==> config.mk <==
export PLATFORM = sky130hd
export DESIGN_NAME = dispatch_pipe
export DESIGN_NICKNAME = d
export VERILOG_FILES = /design/src/common/dispatch_pkg.sv /design/src/hw/inst_info_slice.sv /design/src/hw/exu_req_slice.sv /design/src/hw/mem_req_slice.sv /design/src/hw/dispatch_pipe.sv
export SDC_FILE = /design/constraint.sdc
export NUM_CORES = 1
export LEC_CHECK = 0
export ABC_AREA = 1
export ABC_CLOCK_PERIOD_IN_PS = 1000
export BUFFER_PORTS_ARGS = -buffer_cell sky130_fd_sc_hd__buf_2
export CAP_MARGIN = 20
export CORE_AREA = 8 8 289 291
export DETAILED_ROUTE_END_ITERATION = 10
export DIE_AREA = 0 0 297 299
export HOLD_SLACK_MARGIN = 0.08
export SLEW_MARGIN = 30
export SYNTH_ARGS = -nofsm -noshare
export SYNTH_HDL_FRONTEND = slang
export SYNTH_SLANG_ARGS = --single-unit
==> constraint.sdc <==
create_clock -name clk -period 1 [get_ports clk]
set_input_delay 0.1 -clock clk [delete_from_list [all_inputs] [get_ports clk]]
set_output_delay 0.1 -clock clk [all_outputs]
set_load 0.005 [all_outputs]
==> src/common/dispatch_pkg.sv <==
// shared widths and stall-vector indices for the dispatch register stage and its testbench
package dispatch_pkg;

    // datapath widths
    localparam int xlen        = 32;
    localparam int inst_addr_w = 32;
    localparam int inst_w      = 32;
    localparam int commit_id_w = 4;
    localparam int reg_addr_w  = 5;

    // alu op code width
    localparam int alu_op_w = 4;

    // one-hot branch op vector
    // bit order: jal, beq, bne, blt, bltu, bge, bgeu, jalr
    localparam int bjp_op_w = 8;

    // memory op vector
    // bit order: lb, lh, lw, lbu, lhu, ldh, ldl, load, store
    localparam int mem_op_w = 9;

    // system op vector
    // bit order: nop, mret, ecall, ebreak, fence, dret
    localparam int sys_op_w       = 6;
    localparam int sys_op_nop_bit = 0;

    // byte enables for a word store
    localparam int wmask_w = 4;

    // stall vector from the control unit
    localparam int stall_w            = 3;
    // only this bit freezes the stage, the others flush it
    localparam int stall_dispatch_bit = 1;

endpackage

==> src/hw/inst_info_slice.sv <==
// pipeline registers for instruction tracking info and system ops, flushed on stall
`timescale 1ns/1ps

module inst_info_slice (
    input  logic                                clk,
    input  logic                                rst_n_i,
    input  logic                                update_en_i,
    input  logic                                flush_en_i,

    input  logic                                inst_valid_i,
    input  logic [dispatch_pkg::inst_addr_w-1:0] inst_addr_i,
    input  logic [dispatch_pkg::commit_id_w-1:0] commit_id_i,
    input  logic [dispatch_pkg::inst_w-1:0]     inst_i,
    input  logic                                illegal_inst_i,
    input  logic                                reg_we_i,
    input  logic [dispatch_pkg::reg_addr_w-1:0] reg_waddr_i,
    input  logic [dispatch_pkg::xlen-1:0]       rs1_rdata_i,
    input  logic [dispatch_pkg::xlen-1:0]       rs2_rdata_i,
    input  logic                                is_pred_branch_i,
    input  logic [dispatch_pkg::sys_op_w-1:0]   sys_op_i,

    output logic                                inst_valid_o,
    output logic [dispatch_pkg::inst_addr_w-1:0] inst_addr_o,
    output logic [dispatch_pkg::commit_id_w-1:0] commit_id_o,
    output logic [dispatch_pkg::inst_w-1:0]     inst_o,
    output logic                                illegal_inst_o,
    output logic                                reg_we_o,
    output logic [dispatch_pkg::reg_addr_w-1:0] reg_waddr_o,
    output logic [dispatch_pkg::xlen-1:0]       rs1_rdata_o,
    output logic [dispatch_pkg::xlen-1:0]       rs2_rdata_o,
    output logic                                is_pred_branch_o,
    output logic [dispatch_pkg::sys_op_w-1:0]   sys_op_o
);

    import dispatch_pkg::*;

    logic [sys_op_w-1:0] sys_op_keep;

    // trap-causing sys ops die on flush, nop is just a tag
    always_comb begin
        sys_op_keep = {sys_op_w{~flush_en_i}};
        sys_op_keep[sys_op_nop_bit] = 1'b1;
    end

    // flushable status bits
    always_ff @(posedge clk or negedge rst_n_i) begin
        if (!rst_n_i) begin
            inst_valid_o   <= 1'b0;
            illegal_inst_o <= 1'b0;
            sys_op_o       <= '0;
        end else if (update_en_i) begin
            inst_valid_o   <= inst_valid_i & ~flush_en_i;
            illegal_inst_o <= illegal_inst_i & ~flush_en_i;
            sys_op_o       <= sys_op_i & sys_op_keep;
        end
    end

    // tracking fields load even on flush
    always_ff @(posedge clk or negedge rst_n_i) begin
        if (!rst_n_i) begin
            inst_addr_o      <= '0;
            commit_id_o      <= '0;
            inst_o           <= '0;
            reg_we_o         <= 1'b0;
            reg_waddr_o      <= '0;
            rs1_rdata_o      <= '0;
            rs2_rdata_o      <= '0;
            is_pred_branch_o <= 1'b0;
        end else if (update_en_i) begin
            inst_addr_o      <= inst_addr_i;
            commit_id_o      <= commit_id_i;
            inst_o           <= inst_i;
            reg_we_o         <= reg_we_i;
            reg_waddr_o      <= reg_waddr_i;
            rs1_rdata_o      <= rs1_rdata_i;
            rs2_rdata_o      <= rs2_rdata_i;
            is_pred_branch_o <= is_pred_branch_i;
        end
    end

endmodule

==> src/hw/exu_req_slice.sv <==
// pipeline registers for alu and branch/jump requests with their operands
`timescale 1ns/1ps

module exu_req_slice (
    input  logic                                clk,
    input  logic                                rst_n_i,
    input  logic                                update_en_i,
    input  logic                                flush_en_i,

    input  logic                                req_alu_i,
    input  logic [dispatch_pkg::xlen-1:0]       alu_op1_i,
    input  logic [dispatch_pkg::xlen-1:0]       alu_op2_i,
    input  logic [dispatch_pkg::alu_op_w-1:0]   alu_op_info_i,
    input  logic                                req_bjp_i,
    input  logic [dispatch_pkg::bjp_op_w-1:0]   bjp_op_i,
    input  logic [dispatch_pkg::xlen-1:0]       bjp_adder_result_i,
    input  logic [dispatch_pkg::xlen-1:0]       bjp_next_pc_i,
    input  logic                                op1_eq_op2_i,
    input  logic                                op1_ge_op2_signed_i,
    input  logic                                op1_ge_op2_unsigned_i,

    output logic                                req_alu_o,
    output logic [dispatch_pkg::xlen-1:0]       alu_op1_o,
    output logic [dispatch_pkg::xlen-1:0]       alu_op2_o,
    output logic [dispatch_pkg::alu_op_w-1:0]   alu_op_info_o,
    output logic                                req_bjp_o,
    output logic [dispatch_pkg::bjp_op_w-1:0]   bjp_op_o,
    output logic [dispatch_pkg::xlen-1:0]       bjp_adder_result_o,
    output logic [dispatch_pkg::xlen-1:0]       bjp_next_pc_o,
    output logic                                op1_eq_op2_o,
    output logic                                op1_ge_op2_signed_o,
    output logic                                op1_ge_op2_unsigned_o
);

    // request bits, single-cycle pulses toward the units
    always_ff @(posedge clk or negedge rst_n_i) begin
        if (!rst_n_i) begin
            req_alu_o <= 1'b0;
            req_bjp_o <= 1'b0;
        end else if (update_en_i) begin
            req_alu_o <= req_alu_i & ~flush_en_i;
            req_bjp_o <= req_bjp_i & ~flush_en_i;
        end
    end

    // operands and precomputed compare results
    always_ff @(posedge clk or negedge rst_n_i) begin
        if (!rst_n_i) begin
            alu_op1_o             <= '0;
            alu_op2_o             <= '0;
            alu_op_info_o         <= '0;
            bjp_op_o              <= '0;
            bjp_adder_result_o    <= '0;
            bjp_next_pc_o         <= '0;
            op1_eq_op2_o          <= 1'b0;
            op1_ge_op2_signed_o   <= 1'b0;
            op1_ge_op2_unsigned_o <= 1'b0;
        end else if (update_en_i) begin
            alu_op1_o             <= alu_op1_i;
            alu_op2_o             <= alu_op2_i;
            alu_op_info_o         <= alu_op_info_i;
            bjp_op_o              <= bjp_op_i;
            bjp_adder_result_o    <= bjp_adder_result_i;
            bjp_next_pc_o         <= bjp_next_pc_i;
            op1_eq_op2_o          <= op1_eq_op2_i;
            op1_ge_op2_signed_o   <= op1_ge_op2_signed_i;
            op1_ge_op2_unsigned_o <= op1_ge_op2_unsigned_i;
        end
    end

endmodule

==> src/hw/mem_req_slice.sv <==
// pipeline registers for the memory request; an atomic lock shields it from flush
`timescale 1ns/1ps

module mem_req_slice (
    input  logic                                clk,
    input  logic                                rst_n_i,
    input  logic                                update_en_i,
    input  logic                                flush_en_i,
    input  logic                                agu_atom_lock_i,

    input  logic                                req_mem_i,
    input  logic [dispatch_pkg::mem_op_w-1:0]   mem_op_i,
    input  logic [dispatch_pkg::xlen-1:0]       mem_addr_i,
    input  logic [dispatch_pkg::wmask_w-1:0]    mem_wmask_i,
    input  logic [dispatch_pkg::xlen-1:0]       mem_wdata_i,
    input  logic [dispatch_pkg::commit_id_w-1:0] mem_commit_id_i,
    input  logic [dispatch_pkg::reg_addr_w-1:0] mem_reg_waddr_i,
    input  logic                                misaligned_load_i,
    input  logic                                misaligned_store_i,

    output logic                                req_mem_o,
    output logic [dispatch_pkg::mem_op_w-1:0]   mem_op_o,
    output logic [dispatch_pkg::xlen-1:0]       mem_addr_o,
    output logic [dispatch_pkg::wmask_w-1:0]    mem_wmask_o,
    output logic [dispatch_pkg::xlen-1:0]       mem_wdata_o,
    output logic [dispatch_pkg::commit_id_w-1:0] mem_commit_id_o,
    output logic [dispatch_pkg::reg_addr_w-1:0] mem_reg_waddr_o,
    output logic                                misaligned_load_o,
    output logic                                misaligned_store_o
);

    logic req_flush;

    // an atomic sequence in the agu must not lose its access
    assign req_flush = flush_en_i & ~agu_atom_lock_i;

    always_ff @(posedge clk or negedge rst_n_i) begin
        if (!rst_n_i) begin
            req_mem_o          <= 1'b0;
            misaligned_load_o  <= 1'b0;
            misaligned_store_o <= 1'b0;
        end else if (update_en_i) begin
            req_mem_o          <= req_mem_i & ~req_flush;
            // exceptions go regardless of the lock
            misaligned_load_o  <= misaligned_load_i & ~flush_en_i;
            misaligned_store_o <= misaligned_store_i & ~flush_en_i;
        end
    end

    // access payload
    always_ff @(posedge clk or negedge rst_n_i) begin
        if (!rst_n_i) begin
            mem_op_o        <= '0;
            mem_addr_o      <= '0;
            mem_wmask_o     <= '0;
            mem_wdata_o     <= '0;
            mem_commit_id_o <= '0;
            mem_reg_waddr_o <= '0;
        end else if (update_en_i) begin
            mem_op_o        <= mem_op_i;
            mem_addr_o      <= mem_addr_i;
            mem_wmask_o     <= mem_wmask_i;
            mem_wdata_o     <= mem_wdata_i;
            mem_commit_id_o <= mem_commit_id_i;
            mem_reg_waddr_o <= mem_reg_waddr_i;
        end
    end

endmodule

==> src/hw/dispatch_pipe.sv <==
// dispatch-to-execute register stage top; decodes the stall vector and drives the three slices
`timescale 1ns/1ps

module dispatch_pipe (
    input  logic                                clk,
    input  logic                                rst_n_i,
    input  logic [dispatch_pkg::stall_w-1:0]    stall_flag_i,
    input  logic                                agu_atom_lock_i,

    // instruction information
    input  logic                                inst_valid_i,
    input  logic [dispatch_pkg::inst_addr_w-1:0] inst_addr_i,
    input  logic [dispatch_pkg::commit_id_w-1:0] commit_id_i,
    input  logic [dispatch_pkg::inst_w-1:0]     inst_i,
    input  logic                                illegal_inst_i,
    input  logic                                reg_we_i,
    input  logic [dispatch_pkg::reg_addr_w-1:0] reg_waddr_i,
    input  logic [dispatch_pkg::xlen-1:0]       rs1_rdata_i,
    input  logic [dispatch_pkg::xlen-1:0]       rs2_rdata_i,
    input  logic                                is_pred_branch_i,
    input  logic [dispatch_pkg::sys_op_w-1:0]   sys_op_i,

    // alu and branch/jump
    input  logic                                req_alu_i,
    input  logic [dispatch_pkg::xlen-1:0]       alu_op1_i,
    input  logic [dispatch_pkg::xlen-1:0]       alu_op2_i,
    input  logic [dispatch_pkg::alu_op_w-1:0]   alu_op_info_i,
    input  logic                                req_bjp_i,
    input  logic [dispatch_pkg::bjp_op_w-1:0]   bjp_op_i,
    input  logic [dispatch_pkg::xlen-1:0]       bjp_adder_result_i,
    input  logic [dispatch_pkg::xlen-1:0]       bjp_next_pc_i,
    input  logic                                op1_eq_op2_i,
    input  logic                                op1_ge_op2_signed_i,
    input  logic                                op1_ge_op2_unsigned_i,

    // memory access
    input  logic                                req_mem_i,
    input  logic [dispatch_pkg::mem_op_w-1:0]   mem_op_i,
    input  logic [dispatch_pkg::xlen-1:0]       mem_addr_i,
    input  logic [dispatch_pkg::wmask_w-1:0]    mem_wmask_i,
    input  logic [dispatch_pkg::xlen-1:0]       mem_wdata_i,
    input  logic [dispatch_pkg::commit_id_w-1:0] mem_commit_id_i,
    input  logic [dispatch_pkg::reg_addr_w-1:0] mem_reg_waddr_i,
    input  logic                                misaligned_load_i,
    input  logic                                misaligned_store_i,

    output logic                                inst_valid_o,
    output logic [dispatch_pkg::inst_addr_w-1:0] inst_addr_o,
    output logic [dispatch_pkg::commit_id_w-1:0] commit_id_o,
    output logic [dispatch_pkg::inst_w-1:0]     inst_o,
    output logic                                illegal_inst_o,
    output logic                                reg_we_o,
    output logic [dispatch_pkg::reg_addr_w-1:0] reg_waddr_o,
    output logic [dispatch_pkg::xlen-1:0]       rs1_rdata_o,
    output logic [dispatch_pkg::xlen-1:0]       rs2_rdata_o,
    output logic                                is_pred_branch_o,
    output logic [dispatch_pkg::sys_op_w-1:0]   sys_op_o,

    output logic                                req_alu_o,
    output logic [dispatch_pkg::xlen-1:0]       alu_op1_o,
    output logic [dispatch_pkg::xlen-1:0]       alu_op2_o,
    output logic [dispatch_pkg::alu_op_w-1:0]   alu_op_info_o,
    output logic                                req_bjp_o,
    output logic [dispatch_pkg::bjp_op_w-1:0]   bjp_op_o,
    output logic [dispatch_pkg::xlen-1:0]       bjp_adder_result_o,
    output logic [dispatch_pkg::xlen-1:0]       bjp_next_pc_o,
    output logic                                op1_eq_op2_o,
    output logic                                op1_ge_op2_signed_o,
    output logic                                op1_ge_op2_unsigned_o,

    output logic                                req_mem_o,
    output logic [dispatch_pkg::mem_op_w-1:0]   mem_op_o,
    output logic [dispatch_pkg::xlen-1:0]       mem_addr_o,
    output logic [dispatch_pkg::wmask_w-1:0]    mem_wmask_o,
    output logic [dispatch_pkg::xlen-1:0]       mem_wdata_o,
    output logic [dispatch_pkg::commit_id_w-1:0] mem_commit_id_o,
    output logic [dispatch_pkg::reg_addr_w-1:0] mem_reg_waddr_o,
    output logic                                misaligned_load_o,
    output logic                                misaligned_store_o
);

    import dispatch_pkg::*;

    logic update_en;
    logic flush_en;

    // dispatch stall freezes everything, any stall bit kills the entry
    assign update_en = ~stall_flag_i[stall_dispatch_bit];
    assign flush_en  = |stall_flag_i;

    inst_info_slice u_inst_info (
        .update_en_i (update_en),
        .flush_en_i  (flush_en),
        .*
    );

    exu_req_slice u_exu_req (
        .update_en_i (update_en),
        .flush_en_i  (flush_en),
        .*
    );

    // lock exemption is applied inside the memory slice
    mem_req_slice u_mem_req (
        .update_en_i (update_en),
        .flush_en_i  (flush_en),
        .*
    );

endmodule

Word-level counts from Yosys, hierarchy flattened
Index checks and enable logic that the tools add are counted.

word-level totals
  output and inout port bits = 381
  logic and storage cells = 44
  ROM bits = 0
  register bits after elaboration = 381
  memories kept = 0
  bits in writable memories = 0
  input bits = 387
  bits in latches = 0

cells by class
  shift-type cells = 0
  reductions and logical operators = 1
  $add $sub $neg = 0
  muxes and demuxes = 0
  multiply operators = 0
  order comparisons = 0
  bitwise operators = 12
  eq/ne operators = 0
  divide/modulo/power cells = 0

operators by type and width
  operator            number
  AND 1 bit           8
  AND 6 bit           1
  inverter 1 bit      3
  OR reduction 3 bit  1

Logic depth before layout (Yosys ltp)
Gate-level depths: netlist of run 1.

  depth in word-level cells = 4
  gate-level depth with buffers = 6
  gate-level depth less buffers = 5

Hierarchy
From an unflattened synthesis of run 1, not the netlist that was laid out.

second synthesis, totals
  cells, all modules = 1620
  area total of the unflattened synthesis = 14381.3 um^2

modules (own cells, without submodules)
  module           seq. area each (um^2)  times used  area an instance (um^2)  cells an instance
  inst_info_slice  3678.5                 1           5561.6                   622
  exu_req_slice    3628.5                 1           5432.7                   613
  mem_req_slice    2227.1                 1           3372.0                   381
  dispatch_pipe    0.0                    1           15.0                     4

Worst setup path after synthesis of run 1
No wires, ideal clock.

  path kind = input-to-reg
  start point = input port stall_flag_i[1] in the netlist's numbering
  end point = register u_exu_req.alu_op1_o[0] in the netlist's numbering
  setup slack = 0.260 ns
  cell stages on the path = 6
  data arrival time = 0.675 ns
  required time = 0.935 ns
  library setup time = 0.065 ns
  cells stage by stage = buf_6 -> inv_4 -> buf_6 -> buf_4 -> nand2_1 -> nand2_1

RTL lines
  what                    RTL line             RTL
  start: declaration      dispatch_pipe.sv:7   input logic [dispatch_pkg::stall_w-1:0] stall_flag_i,
  end signal: assignment  exu_req_slice.sv:59  alu_op1_o <= alu_op1_i;
  end: declaration        exu_req_slice.sv:23  output logic [dispatch_pkg::xlen-1:0] alu_op1_o,

Worst setup path after layout of run 1
  start point = register u_exu_req.bjp_adder_result_o[3] in the netlist's numbering
  end point = output port bjp_adder_result_o[3] in the netlist's numbering

RTL lines
  what                      RTL line             RTL
  start: declaration        exu_req_slice.sv:28  output logic [dispatch_pkg::xlen-1:0] bjp_adder_result_o,
  start signal: assignment  exu_req_slice.sv:63  bjp_adder_result_o <= bjp_adder_result_i;
  end: declaration          dispatch_pipe.sv:65  output logic [dispatch_pkg::xlen-1:0] bjp_adder_result_o,

No word-level cell between the ends.

==> results.sh, run 1 <==
export IMPL_status="finished with violations"
export IMPL_violations="setup timing"
export IMPL_dr_pass1_iters=5
export IMPL_peakVddDrop_v=0.0009927
export IMPL_num_rows=103
export IMPL_path_clk_slew_ns=0.06
export IMPL_power_leakage_nw=15.02
export IMPL_grt_setup_unrepaired="yes"
export IMPL_cp_num_buf_inv=1
export IMPL_hold_class="input port to flip-flop"
export IMPL_die_w_um=297
export IMPL_synthAdderAreaFrac_pct=0
export IMPL_maxCapViolations=0
export IMPL_worstSetupPathType="flip-flop to output pin"
export IMPL_ys_ff_latch=381
export IMPL_drc=0
export IMPL_crit_chain="buf_2"
export IMPL_dpl_worst_slack_ns=-0.3412
export IMPL_globalplace_congestion=0.8390
export IMPL_cts_sinks=381
export IMPL_syn_area_sq_um=14510
export IMPL_drive_gt1_share_pct=36.59
export IMPL_synthMuxAreaShare_pct=0
export IMPL_syn_inst=1617
export IMPL_fmax_mhz=809.2
export IMPL_htreeDepth=2
export IMPL_synth_cell_types=10
export IMPL_postPlaceCellArea_sq_um=20040
export IMPL_root_buffer="clkbuf_16"
export IMPL_setup_viol=389
export IMPL_finalHoldViolCount=0
export IMPL_cts_tree="built"
export IMPL_hpwl_um=44900
export IMPL_ant_nets=0
export IMPL_grt_usage_pct=13.83
export IMPL_ys_seq_area_share_pct=65.69
export IMPL_ios=768
export IMPL_grt_pass1_wl_um=98070
export IMPL_p_per_area_nw_per_um2=1532
export IMPL_critPathRequiredTime_ns=0.90
export IMPL_skew_ns=0
export IMPL_grt_start_max_net_pins=55
export IMPL_synth_compound_area_share_pct=0
export IMPL_overflow=0
export IMPL_fin_crit_ns=1.236
export IMPL_clock_path_buffers=3
export IMPL_crit_arrival_ns=1.14
export IMPL_yosys_warnings=0
export IMPL_wirelength_um=66890
export IMPL_dieArea_sq_um=88800
export IMPL_clkLatencyLatePin_ns=0.54
export IMPL_tns_ns=-62.03
export IMPL_final_setup_worst_slack_ns=-0.2358
export IMPL_start_kind="flip-flop"
export IMPL_finalCritPeriodShare_pct=123.6
export IMPL_area_delta_synth_final_pct=85.79
export IMPL_max_stage_delay_ns=0.43
export IMPL_critPathMaxFanout=2
export IMPL_regArea_sq_um=9534
export IMPL_grt_pass1_vias=16860
export IMPL_worst_path_max_delay_cell="dfrtp_1"
export IMPL_finalPower_mw=41.32
export IMPL_yosys_area_share_simple_pct=29.76
export IMPL_slew_headroom_pct=64.09
export IMPL_dieHeight_um=299
export IMPL_yosys_area_share_xor_xnor_pct=0
export IMPL_synth_top_family_by_area="simple AND/OR/NAND/NOR gates"
export IMPL_vias_per_cell=3.925
export IMPL_multi_input_area_sq_um=4319
export IMPL_avgSynthCellArea_sq_um=8.976
export IMPL_antenna_found_initial=9
export IMPL_synthesis_nets=2004
export IMPL_coreArea_sq_um=78610
export IMPL_wl_per_cell_um=16.28
export IMPL_start_util_pct=18.46
export IMPL_tightestPinTransition_ns=0.5367
export IMPL_port_buffers=767
export IMPL_final_area_sq_um=26970
export IMPL_hold_ws_ns=0.07224
export IMPL_nets=3407
export IMPL_crit_family="flip-flops"
export IMPL_slew_violations=0
export IMPL_vias=16120
export IMPL_cts_buffers=44
export IMPL_fillers=7722
export IMPL_endpoint_kind="output pin"
export IMPL_drt_iter0_drc=717
## what timing repair did
action,CTS,global route
endpoints found under the setup margin,381,412
hold buffers,395,2
setup buffers,74,114
hold endpoints to repair,762,34
gates resized for setup,14,9
## path summary, 6_finish.rpt
path	to	cells past startpoint	slack, ns	from
max	bjp_adder_result_o[3]	1	-0.24	u_exu_req.bjp_adder_result_o[3]
min in group asynchronous	u_mem_req.mem_addr_o[14]	3	0.08	rst_n_i
min	u_mem_req.misaligned_load_o	5	0.07	stall_flag_i[2]
max reg2reg	u_exu_req.bjp_adder_result_o[28]	4	0.11	u_exu_req.bjp_adder_result_o[28]
max in group asynchronous	u_inst_info.rs2_rdata_o[8]	4	-0.18	rst_n_i
min reg2reg	u_inst_info.inst_o[9]	2	0.47	u_inst_info.inst_o[9]
## worst register-to-register path, cell delays in order (launching register included)
cell	delay (ns)
dfrtp_1	0.37
buf_4	0.13
buf_4	0.12
nand2_1	0.07
nand2_1	0.07
## stage by stage
step	instances	utilization (%)
floorplan	1617	-
global placement	3442	25.49
detailed placement	3442	25.49
CTS	3987	33.13
global route	4106	34.30
finish	4108	34.30
## area by class of cell
| class | count | area share (%) |
|---|---|---|
| antenna | 8 | 0.07424 |
| tap | 1050 | 4.872 |
| clock inverter | 9 | 0.3712 |
| clock buffer | 67 | 4.928 |
| sequential | 381 | 35.36 |
| multi-input combinational | 1147 | 16.02 |
| timing repair buffer | 1442 | 38.28 |
| inverter | 4 | 0.1021 |
## synthesized netlist by cell type
library cell / instances / area (sq um)
clkbuf_1: 1 / 3.750
buf_4: 10 / 75.07
buf_2: 43 / 215.2
nor2_1: 2 / 7.510
dfrtp_1: 381 / 9534
buf_6: 31 / 349.1
inv_1: 3 / 11.26
nand2_1: 1134 / 4257
nand3_1: 11 / 55.05
inv_4: 1 / 6.260
## registers in the layout, summed over array words and instances (netlist names), 4 cells and up
signal and count:
u_inst_info.rs2_rdata_o 32, u_mem_req.mem_op_o 9, u_exu_req.bjp_next_pc_o 32, u_exu_req.bjp_adder_result_o 32, u_exu_req.bjp_op_o 8, u_inst_info.inst_addr_o 32, u_mem_req.mem_reg_waddr_o 5, u_exu_req.alu_op1_o 32
u_exu_req.alu_op_info_o 4, u_inst_info.rs1_rdata_o 32, u_exu_req.alu_op2_o 32, u_mem_req.mem_wmask_o 4, u_mem_req.mem_addr_o 32, u_mem_req.mem_wdata_o 32, u_inst_info.commit_id_o 4, u_inst_info.inst_o 32
u_inst_info.reg_waddr_o 5, u_mem_req.mem_commit_id_o 4, u_inst_info.sys_op_o 6
## power breakdown
| group | internal, mW | switching [mW] |
|---|---|---|
| logic | 4.25 | 3.57 |
| registers | 16.8 | 0.770 |
| clock network | 9.61 | 6.34 |
## per-layer routing
| layer | GRT usage (%) | part of all wire [%] | up-vias |
|---|---|---|---|
| met5 | 0 | 0.021 | - |
| met3 | 4.063 | 7.5 | 200 |
| met1 | 15.61 | 38 | 7492 |
| met4 | 7.429 | 5.0 | 2 |
| li1 | - | - | 7658 |
| met2 | 23.49 | 49 | 771 |
## placed cells by master (no fill, tap or decap)
master,count
buf_8,2
buf_12,24
clkinv_8,1
buf_6,18
clkbuf_1,10
nand2_1,1134
clkinv_2,5
buf_4,258
nand3_1,11
diode_2,8
nor2_1,2
inv_1,3
clkbuf_16,45
dfrtp_1,381
dlygate4sd3_1,393
bufinv_16,2
clkinvlp_4,2
buf_2,747
clkbuf_8,12
## logic make-up after synthesis
group / count (synthesis)
simple gates: 1147
buf+inv: 89
flops: 381
(Power assumes the default switching activity.)
==> run 2: changes to the inputs <==
Settings changed: SKIP_CTS_REPAIR_TIMING set to 1.
==> run 2 against run 1 <==
  * The run still ends with setup timing left
  * Critical endpoint unchanged
  * Combinational power is 4.6% lower
  * Routed wire length is 2.2% lower
  * Clock skew stayed put
  * Worst setup slack worse by 0.0025 ns
  * Non-clock buffer count is 59 lower
==> results.sh, run 2 (same netlist as run 1, synthesis figures left out) <==
export IMPL_final_setup_worst_slack_ns=-0.2384
export IMPL_drt_iter0_drc=808
export IMPL_layout_commonest_cell="nand2_1"
export IMPL_critPathRequiredTime_ns=0.90
export IMPL_start_kind="flip-flop"
export IMPL_status="finished with violations"
export IMPL_ios=768
export IMPL_clock_path_buffers=3
export IMPL_final_util_pct=33.66
export IMPL_fin_crit_ns=1.238
export IMPL_finalPower_mw=40.96
export IMPL_hp_start="stall_flag_i[1]"
export IMPL_p_comb_share_pct=18.2
export IMPL_hold_path_cell_count=4
export IMPL_start_util_pct=18.46
export IMPL_max_stage_delay_ns=0.43
export IMPL_root_buffer="clkbuf_16"
export IMPL_critPathMaxFanout=2
export IMPL_endpoint_kind="output pin"
export IMPL_p_per_area_nw_per_um2=1548
export IMPL_vias_per_cell=3.913
export IMPL_path_clk_slew_ns=0.06
export IMPL_wirelength_um=65450
export IMPL_power_leakage_nw=14.72
export IMPL_die_w_um=297
export IMPL_cp_num_buf_inv=1
export IMPL_crit_chain="buf_2"
export IMPL_p_switching_mw=10.59
export IMPL_grt_pass1_wl_um=85230
export IMPL_globalplace_congestion=0.8390
export IMPL_wl_per_cell_um=16.17
export IMPL_grt_start_max_net_pins=55
export IMPL_area_delta_synth_final_pct=82.33
export IMPL_hold_class="input port to flip-flop"
export IMPL_dieHeight_um=299
export IMPL_grt_pass1_vias=13840
export IMPL_dpl_worst_slack_ns=-0.3412
export IMPL_hold_ws_ns=0.06088
export IMPL_coreArea_sq_um=78610
export IMPL_final_cell_mix="nand2_1 (1134), buf_2 (753), dlygate4sd3_1 (390)"
export IMPL_setup_viol=407
export IMPL_final_cells=4048
export IMPL_intPower_mw=30.37
export IMPL_num_rows=103
export IMPL_dp_cells=3442
export IMPL_regToRegEndpoint="u_exu_req.alu_op2_o[18]"
export IMPL_cts_buffers=44
export IMPL_slew_headroom_pct=54.43
export IMPL_switching_share_pct=25.85
export IMPL_sequentialPowerShare_pct=42.8
export IMPL_grt_setup_unrepaired="yes"
export IMPL_cts_tree="built"
export IMPL_reg2reg_depth=3
export IMPL_overflow=0
export IMPL_rrSetupSlack_ns=0.21
export IMPL_clkLatencyLatePin_ns=0.54
export IMPL_port_buffers=767
export IMPL_tightestPinTransition_ns=0.6813
export IMPL_ant_nets=0
export IMPL_drc=0
export IMPL_peakVddDrop_v=0.0009788
export IMPL_maxCapViolations=0
export IMPL_worst_path_max_delay_cell="dfrtp_1"
export IMPL_dr_pass1_iters=5
export IMPL_skew_ns=0
export IMPL_crit_arrival_ns=1.14
export IMPL_drive_gt1_share_pct=35.44
export IMPL_hpwl_um=44900
export IMPL_fmax_mhz=807.5
export IMPL_crit_family="flip-flops"
export IMPL_finalHoldViolCount=0
export IMPL_worstSetupPathType="flip-flop to output pin"
export IMPL_htreeDepth=2
export IMPL_grt_usage_pct=12.15
export IMPL_finalCritPeriodShare_pct=123.8
export IMPL_violations="setup timing"
export IMPL_nets=3348
export IMPL_fillers=7770
export IMPL_slew_violations=0
export IMPL_vias=15840
export IMPL_cts_sinks=381
export IMPL_dieArea_sq_um=88800
export IMPL_worstReg2RegStart="u_exu_req.alu_op2_o[18]"
export IMPL_p_clk_share_pct=38.9
export IMPL_min_to="u_exu_req.alu_op1_o[27]"
export IMPL_antenna_found_initial=7
-- run 2: cell types whose count changed in the layout (fill, tap and decap cells not counted) --
cell,before,now
dlygate4sd3_1,393,390
buf_6,18,12
diode_2,8,7
buf_12,24,23
buf_4,258,203
buf_2,747,753
-- run 2: worst max-delay path by stage --
stage                                     from                      to  slack, ns  cells past startpoint
2_1_floorplan                  stall_flag_i[1]  u_exu_req.alu_op1_o[0]       0.26                      6
5_1_grt                u_exu_req.alu_op2_o[10]           alu_op2_o[10]      -0.29                      1
3_3_place_gp                   stall_flag_i[0]     u_mem_req.req_mem_o      -0.40                      7
3_5_place_dp                   stall_flag_i[0]     u_mem_req.req_mem_o      -0.34                      7
6_report       u_exu_req.bjp_adder_result_o[3]   bjp_adder_result_o[3]      -0.24                      1
4_1_cts             u_inst_info.inst_addr_o[9]          inst_addr_o[9]      -0.29                      1
-- run 2: cell type report --
| type | count | area (sq um) | share of cell area (%) |
|---|---|---|---|
| Clock buffer | 67 | 1329 | 5.021 |
| Sequential cell | 381 | 9534 | 36.03 |
| Antenna cell | 7 | 17.52 | 0.06619 |
| Timing Repair Buffer | 1383 | 9822 | 37.12 |
| Inverter | 4 | 27.53 | 0.1040 |
| Clock inverter | 9 | 100.1 | 0.3783 |
| Tap cell | 1050 | 1314 | 4.965 |
| Multi-Input combinational cell | 1147 | 4319 | 16.32 |
-- run 2: worst reg2reg max path, cell delays in order (launching register included) --
cell	delay [ns]
dfrtp_1	0.37
buf_4	0.13
nand2_1	0.10
nand2_1	0.07
-- run 2: per-layer routing --
metal	share of wire [%]	global-route usage, %
met1	39	14.46
met2	50	20.40
met3	6.9	3.665
met4	4.7	4.999
met5	0	0
-- run 2: power by group through the flow --
stage / logic (mW) / registers [mW] / clock network, mW
6_report: 7.46 / 17.6 / 15.9
5_1_grt: 8.16 / 17.7 / 17.1
4_1_cts: 5.48 / 17.5 / 16.5
3_5_place_dp: 5.48 / 17.7 / 0
3_3_place_gp: 5.42 / 17.7 / 0
2_1_floorplan: 1.72 / 17.9 / 0
-- run 2: metrics by stage --
stage          setup TNS [ns]  cell area (sq um)
2_1_floorplan               0              14510
3_3_place_gp           -4.821              20040
3_5_place_dp           -7.795              20040
4_1_cts                -80.47              21470
5_1_grt                -88.35              26460
6_report               -62.77              26460
